## src/include/rename_settings.svh

```systemverilog
`ifndef RENAME_SETTINGS_SVH
`define RENAME_SETTINGS_SVH

// free queue sizing
`define FL_DEPTH 128

// register file sizes
`define NUM_PHYS 128
`define NUM_ARCH 32

// branch checkpoint pages
`define NUM_CKPT 8

`endif
```

## src/hw/rename_pkg.sv

```systemverilog
`include "rename_settings.svh"

package rename_pkg;

    // physical register tag, 0 .. NUM_PHYS-1
    typedef logic [$clog2(`NUM_PHYS)-1:0] phys_tag_t;

    // index into the free queue
    typedef logic [$clog2(`FL_DEPTH)-1:0] fl_ptr_t;

    // one extra bit so a full queue count fits
    typedef logic [$clog2(`FL_DEPTH):0] fl_count_t;

    // checkpoint page select
    typedef logic [$clog2(`NUM_CKPT)-1:0] ckpt_page_t;

    // tag handed back by commit
    typedef struct packed {
        logic      en;
        phys_tag_t tag;
    } release_t;

    // branch checkpoint command from rename / branch unit
    typedef struct packed {
        logic       save;     // branch renamed
        logic       restore;  // mispredict recovery
        ckpt_page_t page;
    } ckpt_cmd_t;

    // restore sequencing
    typedef enum logic [1:0] {
        rs_run   = 2'd0,  // normal allocation
        rs_fetch = 2'd1,  // page pointer being read
        rs_load  = 2'd2   // head reloaded this cycle
    } restore_state_t;

endpackage

```

## src/hw/checkpoint_store.sv

```systemverilog
`timescale 1ns/1ps
`include "rename_settings.svh"

module checkpoint_store (
    input  logic                   clk,
    input  logic                   reset,
    input  logic                   save,
    input  logic                   restore,
    input  rename_pkg::ckpt_page_t page,
    input  rename_pkg::fl_ptr_t    save_ptr,
    output rename_pkg::fl_ptr_t    restored_ptr
);

    import rename_pkg::*;

    fl_ptr_t             saved_head [`NUM_CKPT];
    logic [`NUM_CKPT-1:0] page_valid;
    fl_ptr_t             read_q;

    // valid bits, a page stays valid until reset
    always_ff @(posedge clk) begin
        if (reset) begin
            page_valid <= '0;
        end else if (save) begin
            page_valid[page] <= 1'b1;
        end
    end

    // saved pointers, overwritten by a later save to the same page
    always_ff @(posedge clk) begin
        if (save) begin
            saved_head[page] <= save_ptr;
        end
    end

    // read port, registered on the restore strobe
    always_ff @(posedge clk) begin
        if (restore) begin
            read_q <= saved_head[page];
        end
    end

    assign restored_ptr = read_q;

    a_restore_valid : assert property (
        @(posedge clk) disable iff (reset)
        restore |-> page_valid[page]
    ) else $error("checkpoint_store: restore of invalid page %0d", page);

    a_no_save_restore : assert property (
        @(posedge clk) disable iff (reset)
        !(save && restore)
    ) else $error("checkpoint_store: save and restore in same cycle");

endmodule

```

## src/hw/freelist_queue.sv

```systemverilog
`timescale 1ns/1ps
`include "rename_settings.svh"

module freelist_queue (
    input  logic                   clk,
    input  logic                   reset,
    input  logic                   pop,
    input  rename_pkg::release_t   rel,
    input  logic                   head_load,
    input  rename_pkg::fl_ptr_t    head_value,
    output rename_pkg::fl_ptr_t    head,
    output rename_pkg::phys_tag_t  head_tag,
    output rename_pkg::fl_count_t  free_count,
    output logic                   empty
);

    import rename_pkg::*;

    // tags not mapped to architectural state at reset
    localparam int free_at_reset = `NUM_PHYS - `NUM_ARCH;

    phys_tag_t tag_mem [`FL_DEPTH];

    fl_ptr_t   head_ptr;
    fl_ptr_t   tail_ptr;
    fl_ptr_t   head_next;
    fl_count_t occupancy;

    ring_counter #(
        .DEPTH       (`FL_DEPTH)
    ) head_ctr (
        .clk         (clk),
        .reset       (reset),
        .inc         (pop),
        .load        (head_load),
        .load_value  (head_value),
        .reset_value ('0),
        .value       (head_ptr)
    );

    ring_counter #(
        .DEPTH       (`FL_DEPTH)
    ) tail_ctr (
        .clk         (clk),
        .reset       (reset),
        .inc         (rel.en),
        .load        (1'b0),  // tail is never rolled back
        .load_value  ('0),
        .reset_value (fl_ptr_t'(free_at_reset)),
        .value       (tail_ptr)
    );

    // tag storage, filled with 32.. on reset
    always_ff @(posedge clk) begin
        if (reset) begin
            for (int i = 0; i < `FL_DEPTH; i++) begin
                if (i < free_at_reset) begin
                    tag_mem[i] <= phys_tag_t'(`NUM_ARCH + i);
                end
            end
        end else if (rel.en) begin
            tag_mem[tail_ptr] <= rel.tag;
        end
    end

    // head as it will be after this edge, used for checkpoint save
    always_comb begin
        if (head_load) begin
            head_next = head_value;
        end else if (pop) begin
            head_next = (head_ptr == fl_ptr_t'(`FL_DEPTH - 1)) ? '0 : head_ptr + 1'b1;
        end else begin
            head_next = head_ptr;
        end
    end

    // tail minus head, modulo depth
    assign occupancy = (tail_ptr >= head_ptr) ?
                       fl_count_t'(tail_ptr - head_ptr) :
                       fl_count_t'(`FL_DEPTH + tail_ptr - head_ptr);

    assign head       = head_next;
    assign head_tag   = tag_mem[head_ptr];
    assign free_count = occupancy;
    assign empty      = (occupancy == '0);

    a_no_pop_empty : assert property (
        @(posedge clk) disable iff (reset)
        pop |-> !empty
    ) else $error("freelist_queue: pop while empty");

endmodule

```

## src/hw/freelist_top.sv

```systemverilog
`timescale 1ns/1ps

module freelist_top (
    input  logic                  clk,
    input  logic                  reset,
    input  logic                  alloc_req,
    input  rename_pkg::release_t  rel,
    input  rename_pkg::ckpt_cmd_t ckpt,
    output logic                  alloc_valid,
    output rename_pkg::phys_tag_t alloc_tag,
    output rename_pkg::fl_count_t free_count
);

    import rename_pkg::*;

    logic    pop;
    logic    empty;
    logic    busy;
    logic    head_load;
    logic    ckpt_save;
    logic    ckpt_restore;
    fl_ptr_t head_next;
    fl_ptr_t restored_ptr;

    assign alloc_valid  = ~empty & ~busy;
    assign pop          = alloc_req & alloc_valid;   // ignored request is retried
    assign ckpt_save    = ckpt.save & ~busy;
    assign ckpt_restore = ckpt.restore & ~busy;

    freelist_queue queue0 (
        .clk        (clk),
        .reset      (reset),
        .pop        (pop),
        .rel        (rel),
        .head_load  (head_load),
        .head_value (restored_ptr),
        .head       (head_next),
        .head_tag   (alloc_tag),
        .free_count (free_count),
        .empty      (empty)
    );

    checkpoint_store ckpt0 (
        .clk          (clk),
        .reset        (reset),
        .save         (ckpt_save),
        .restore      (ckpt_restore),
        .page         (ckpt.page),
        .save_ptr     (head_next),   // includes same-cycle allocation
        .restored_ptr (restored_ptr)
    );

    restore_fsm fsm0 (
        .clk       (clk),
        .reset     (reset),
        .restore   (ckpt.restore),
        .busy      (busy),
        .head_load (head_load)
    );

endmodule

```

## src/hw/restore_fsm.sv

```systemverilog
`timescale 1ns/1ps

module restore_fsm (
    input  logic clk,
    input  logic reset,
    input  logic restore,
    output logic busy,
    output logic head_load
);

    import rename_pkg::*;

    restore_state_t state_q;
    restore_state_t state_d;

    always_ff @(posedge clk) begin
        if (reset) begin
            state_q <= rs_run;
        end else begin
            state_q <= state_d;
        end
    end

    always_comb begin
        state_d = state_q;
        case (state_q)
            rs_run: begin
                if (restore) begin
                    state_d = rs_fetch;  // pointer is read this edge
                end
            end
            rs_fetch: begin
                state_d = rs_load;
            end
            rs_load: begin
                state_d = rs_run;  // head takes restored value
            end
            default: begin
                state_d = rs_run;
            end
        endcase
    end

    // allocation is blocked for both recovery cycles
    assign busy      = (state_q != rs_run);
    assign head_load = (state_q == rs_load);

    // a second mispredict must wait for the first to finish
    a_no_restore_busy : assert property (
        @(posedge clk) disable iff (reset)
        restore |-> !busy
    ) else $error("restore_fsm: restore while busy");

endmodule

```

## src/hw/ring_counter.sv

```systemverilog
`timescale 1ns/1ps

module ring_counter #(
    parameter int DEPTH = 128
) (
    input  logic               clk,
    input  logic               reset,
    input  logic               inc,
    input  logic               load,
    input  rename_pkg::fl_ptr_t load_value,
    input  rename_pkg::fl_ptr_t reset_value,
    output rename_pkg::fl_ptr_t value
);

    import rename_pkg::*;

    fl_ptr_t ptr_q;
    fl_ptr_t ptr_inc;

    // wrap at DEPTH, not at the vector width
    assign ptr_inc = (ptr_q == fl_ptr_t'(DEPTH - 1)) ? '0 : ptr_q + 1'b1;

    always_ff @(posedge clk) begin
        if (reset) begin
            ptr_q <= reset_value;
        end else if (load) begin
            ptr_q <= load_value;  // load wins over inc
        end else if (inc) begin
            ptr_q <= ptr_inc;
        end
    end

    assign value = ptr_q;

    a_load_in_range : assert property (
        @(posedge clk) disable iff (reset)
        load |-> (int'(load_value) < DEPTH)
    ) else $error("ring_counter: load value %0d out of range", load_value);

endmodule

```

## config.mk

```make
export PLATFORM = sky130hd
export DESIGN_NAME = freelist_top
export DESIGN_NICKNAME = d
export VERILOG_FILES = /design/src/hw/rename_pkg.sv /design/src/hw/checkpoint_store.sv /design/src/hw/freelist_queue.sv /design/src/hw/freelist_top.sv /design/src/hw/restore_fsm.sv /design/src/hw/ring_counter.sv
export VERILOG_INCLUDE_DIRS = /design/src /design/src/include
export SDC_FILE = /design/constraint.sdc
export NUM_CORES = 1
export LEC_CHECK = 0
export BUFFER_PORTS_ARGS = -buffer_cell sky130_fd_sc_hd__buf_2
export CAP_MARGIN = 20
export CORE_ASPECT_RATIO = 0.75
export CORE_MARGIN = 1
export CORE_UTILIZATION = 26
export DETAILED_ROUTE_END_ITERATION = 10
export GPL_ROUTABILITY_DRIVEN = 1
export MAX_ROUTING_LAYER = met4
export SLEW_MARGIN = 5
export SYNTH_ARGS = -nofsm -noshare
export SYNTH_HDL_FRONTEND = slang
export SYNTH_SLANG_ARGS = --single-unit
```

## constraint.sdc

```tcl
create_clock -name clk -period 9.35 [get_ports clk]
set_input_delay 1.87 -clock clk [delete_from_list [all_inputs] [get_ports clk]]
set_output_delay 1.87 -clock clk [all_outputs]
set_load 0.005 [all_outputs]
```

* Yosys cells after proc, flatten, opt, wreduce, memory -nomap -nowiden
Memory sizes are Yosys's and may differ from the RTL's. A register that Yosys moved wholly into a read port is not among the register bits.
Cells that the tools add are included.
** Word-level totals
- Word-level logic and storage cells :: 44
- RAM bits :: 952
- Bits in registers :: 16
- Memories kept :: 2
- Output and inout port bits :: 16
- Input bits :: 16
** Cells by class
- Muxes and demuxes :: 18
- Order comparisons :: 1
- Eq/ne operators :: 5
- Reductions and logical operators :: 4
- Add/subtract/negate cells :: 5
- Bitwise logic cells :: 6
** Memories
- queue0.tag_mem :: words 128, width 7, rd ports 1, clocked after memory_dff 1, write ports 96, line freelist_queue.sv:22 : phys_tag_t tag_mem [`FL_DEPTH];
- ckpt0.saved_head :: words 8, width 7, rd ports 1, clocked after memory_dff 1, write ports 1, line checkpoint_store.sv:16 : fl_ptr_t saved_head [`NUM_CKPT];
** Operators by type and width (number)
- two-way mux 7 bit :: 7
- adder 7 x 1 -> 7 bit (second input constant) :: 2
- equality test 7 bit (second input constant) :: 2
- adder 8 x 7 -> 8 bit (first input constant) :: 1
- logical NOT 8 bit :: 1
- two-way mux 1 bit :: 8
- two-way mux 8 bit :: 1
- subtractor 7 x 7 -> 8 bit :: 1
- subtractor 8 x 7 -> 8 bit :: 1
- greater-or-equal comparator 7 bit :: 1
- OR reduction 7 bit :: 1
- bitwise AND 1 bit :: 4
- case mux 2 bit (2 select lines) :: 1
- equality test 2 x 1 -> 1 bit (second input constant) :: 1
- equality test 2 bit (second input constant) :: 1
- logical NOT 2 bit :: 1
- two-way mux 2 bit :: 1
- inequality test 2 bit (second input constant) :: 1
- NOT 1 bit :: 2
- nonzero test 2 bit :: 1

* Depth between registers and ports, before layout
- Word-level depth :: 10
- Depth in mapped cells :: 14
- Gate-level depth less buffers :: 12

* Hierarchy
Synthesis repeated with hierarchy kept, for this count alone.
** Unflattened totals
- Cells, all modules :: 3046
- Area, all modules :: 43823.3 um^2
** By module, submodules not included
- freelist_queue :: area an instance 40246.1 um^2, cells an instance 2813, seq. area each 26905.8 um^2, times used 1
- checkpoint_store :: area an instance 2474.9 um^2, cells an instance 123, seq. area each 1891.8 um^2, times used 1
- ring_counter :: area an instance 498.0 um^2, cells an instance 50, seq. area each 210.2 um^2, times used 2
- restore_fsm :: area an instance 77.6 um^2, cells an instance 6, seq. area each 40.0 um^2, times used 1
- freelist_top :: area an instance 28.8 um^2, cells an instance 4, seq. area each 0.0 um^2, times used 1

* Worst setup path after synthesis
Ideal clock, no wire load.
- Kind :: register to output
- From :: register queue0.head_ctr.ptr_q[2] (netlist: queue0.head_ctr.value[2])
- To :: output port alloc_valid
- Setup slack :: 4750 ps
- Required time :: 7480 ps
- Cell stages (with the launch flop) :: 13
- Path buffers :: 4
- Data arrival time :: 2730 ps
- Cell sequence :: dfxtp_1 clkbuf_1 clkinv_1 buf_2 buf_2 clkbuf_1 ha_1 a21oi_1 nand2_1 xnor2_1 a2111oi_4 nand2_1 and2_1
** Between the ends
- Word-level cells in the longest chain between the ends :: 5
- Elaborated cells on any way between the ends :: 7
- Those cells by class :: add/sub: 2; order compare: 1; mux: 1; bitwise: 2; reduce/logical: 1
** RTL lines
- start, declared :: line ring_counter.sv:17 : fl_ptr_t ptr_q;
- start signal, assigned :: line ring_counter.sv:25 : ptr_q <= reset_value;
- start signal, assigned :: line ring_counter.sv:27 : ptr_q <= load_value;
- start signal, assigned :: line ring_counter.sv:29 : ptr_q <= ptr_inc;
- subtractor 8 x 7 -> 8 bit (no line), or another cell as far along
- two-way mux 8 bit * :: line freelist_queue.sv:78 : assign occupancy = (tail_ptr >= head_ptr) ?
- net free_count[4] :: line freelist_top.sv:11 : output rename_pkg::fl_count_t free_count
- logical NOT 8 bit * :: line freelist_queue.sv:85 : assign empty = (occupancy == '0);
- NOT 1 bit * :: line freelist_top.sv:25 : assign alloc_valid = ~empty & ~busy;
- bitwise AND 1 bit * :: line freelist_top.sv:25
- end, declared :: line freelist_top.sv:9 : output logic alloc_valid,
Mark *: on every way through the listed nets, which the timed path passes. The rest lies on a longest branch.

==> results.toml <==
[critical_path]
max_stage_delay_ns = 0.97
crit_slowest_cell = "dfxtp_4"
cpLargestDelayFamily = "buffers and inverters"
end_kind = "output port"
cp.arrival_ns = 4.64
cp-start-kind = "flip-flop"
critPathMaxFanout = 51
cp.required_ns = 7.48
r2r_setup_slack_ns = 4.91
cp_cell_sequence = "buf_4, mux4_2, mux2i_1, a211oi_1, o22ai_1, o21ai_1, buf_2"
cp_num_buf_inv = 2
crit_type = "flip-flop to output port"

[routing]
routed_wl_mm = 116.7
dr_wl_met2_mm = 48.67
firstDrtPassIters = 5
wl_per_cell_um = 22.21
vias = 25880
final_antenna_net_count = 0
routed_via_density = 4.923
met1_length_mm = 54.72
route.met3.wl_mm = 10.52
route.detailed.drc = 0
top_layer_used = "met4"
drtIter0Drc = 3039

[yosys]
avgSynthCellArea_sq_um = 14.79
synth_edf_count = 959
netlist_area_sq_um = 43860
synth_seq_cells = 975
synthFlopType = "edfxtp_1"
synth.top_cell.area_share = 0.6565
synth_fp_nets = 2991
synthTopCellsByArea = "edfxtp_1, mux4_2, and2_1"
yosysWarnings = 0
syn_inst = 2965
ys_async_sr_fraction = 0
synth.distinct_cells = 53
yosysTopAreaCell = "edfxtp_1"
ys_seq_area_frac = 0.6639

[floorplanning]
start_util = 0.2618
fp.dieH_um = 357.7
ios = 32
coreArea_sq_um = 167500
fp.dieW_um = 476.3
num_rows = 130
dieArea_sq_um = 170400

[sta]
post-route-min-period_ns = 6.507
finalHoldViolCount = 0
maxSlewViolCount = 0
slew-limit-headroom = 0.2540
fin_setup_tns_ns = 0
whs_ns = 0.4795
rsz0062_at_grt = "no"
max_freq_ghz = 0.1537
skew_ns = 0.03149
tightest_slew_ns = 1.119
min_period_over_period = 0.6959
setup_viol = 0

[final_layout]
drive_above_1_share = 0.1641
fin_area_sq_um = 49530
fin_cells = 5257
area_growth_pct = 12.92
num-nets-final = 2958

[grt]
track_usage = 0.1383
grt.overflow.total = 0
grt_max_degree = 96
grt_pass1_wl_mm = 171.6
antenna_found_initial = 5
first_global_vias = 24720

[cts]
post_cts.repair.setup_buffers = 0
ctsResizeCount = 0
numCtsBuffers = 92
cts_tree = "done"
clk_path_buf_depth = 3
path_clk_slew_ns = 0.07
cts.sinks = 975
worstSkewPairLatency_ns = 0.70
cts_max_level = 3
cts_root_buf = "clkbuf_16"
postCtsHoldBufs = 0

[outcome]
outcome = "completed"

[power]
ir_drop_v = 0.0001753
cellPowerDensity_nw_per_um2 = 191.0
leakagePower_nw = 14.41

[place]
io_buffers = 31
dpl_cell_area_sq_um = 46340
dp_hpwl_mm = 70.65
gp_congestion = 0.8374
dp.cells = 5041

[job]
drv_cap = 0

[worst_hold_path]
worstHoldPathType = "flip-flop to flip-flop"
[through the flow]
step                utilization  power (mW)  setup WS, ns
floorplan                     -       5.487         4.750
CTS                      0.2941       9.491         2.828
global route             0.2955       9.722         2.712
finish                   0.2956       9.461         2.843
global placement         0.2753       5.773         3.407
detailed placement       0.2766       5.785         3.573
[path summary, 6_finish.rpt]
check	to	startpoint	cells after the start
worst min register to register	fsm0.state_q[1]	fsm0.state_q[1]	1
worst min-delay path	fsm0.state_q[1]	fsm0.state_q[1]	1
worst max-delay path	alloc_tag[6]	queue0.head_ctr.value[0]	7
worst max register to register	ckpt0.saved_head[1][6]	queue0.head_ctr.value[0]	10
[cells in the mapped netlist, types with 3 or more instances]
library cell / n
xor2_1: 6
o41ai_1: 7
nor3_1: 25
a21oi_1: 14
a31oi_1: 14
or3_1: 303
buf_2: 13
xnor2_1: 5
nand2b_1: 11
o221ai_1: 9
nand4_1: 5
nor2b_1: 11
buf_1: 12
and3_1: 21
o211ai_1: 3
mux2_2: 10
nor3b_1: 3
and2_1: 322
nor2_1: 190
clkbuf_1: 220
buf_4: 23
buf_6: 6
o21ai_0: 102
dfxtp_1: 16
o21ai_1: 7
inv_1: 13
nor4_1: 8
mux4_2: 186
a22oi_1: 3
nand2_1: 143
or2_2: 3
edfxtp_1: 959
o22ai_1: 52
nand3_1: 19
a211oi_1: 39
mux2i_1: 153
ha_1: 9
[power breakdown]
part | total, mW | switching [mW] | internal (mW) | leakage [nW]
logic | 0.798 | 0.510 | 0.287 | 4.58
registers | 4.91 | 0.0493 | 4.86 | 8.42
clock network | 3.76 | 1.70 | 2.06 | 1.42
[cell usage in the layout, fill, tap and decap left out, types with 11 or more instances in the layout]
cell / Yosys / routed
mux4_2: 186 / 186
nor3_1: 25 / 25
inv_1: 13 / 13
mux2i_1: 153 / 153
nor2b_1: 11 / 11
o22ai_1: 52 / 52
a211oi_1: 39 / 39
clkbuf_16: 0 / 94
clkbuf_2: 0 / 13
clkbuf_1: 220 / 19
dfxtp_1: 16 / 13
buf_2: 13 / 57
buf_4: 23 / 67
and2_1: 322 / 322
o21ai_0: 102 / 102
edfxtp_1: 959 / 959
a31oi_1: 14 / 14
a21oi_1: 14 / 14
and3_1: 21 / 21
or3_1: 303 / 303
nand3_1: 19 / 15
nand2_1: 143 / 140
nor2_1: 190 / 190
clkinv_2: 0 / 16
clkinv_1: 2 / 18
[registers in the layout, summed over array words and instances, names as in the netlist]
signal,flops
queue0.tag_mem,896
ckpt0.restored_ptr,7
fsm0.state_q,2
queue0.tail_ctr.value,7
queue0.head_ctr.value,7
ckpt0.saved_head,56
[area by class of cell]
cell class              count  area [sq um]
fillers                 16610        118000
flip-flops and latches    975         29130
multi-input cells        1700         13550
well taps                2244          2808
clock buffers             112          2399
repair buffers            147          1039
clock inverters            55         526.8
inverters                  16         63.81
diodes                      8         20.02
[worst register-to-register path, cell delays in order (launching register included)]
cell and delay (ns):
dfxtp_4 0.97, ha_1 0.51, inv_1 0.07, fa_1 0.40, nand3_1 0.09, nand2_1 0.13, xnor2_1 0.22, a2111oi_4 0.51
nand2_1 0.23, and3_1 0.26, a211oi_1 0.73
[metal layers]
metal	track usage	vias up
met5	-	-
met4	0.03786	0
met3	0.03154	150
met2	0.1854	1106
met1	0.2056	13380
li1	-	11250
[logic make-up (layout without fill, tap and decap cells)]
kind of cell,count (synthesis),in the layout,share of synthesized area
and+or+nand+nor,1066,1066,0.1320
DFF,975,975,0.6639
muxes,349,349,0.1330
buffers and inverters,290,330,0.02818
AOI/OAI and AO/OA,264,264,0.03777
xor gates and xnor gates,11,11,0.002196
adders and majority gates,10,10,0.003024
other,0,8,0
No activity file was read; power rests on OpenSTA's default activity.
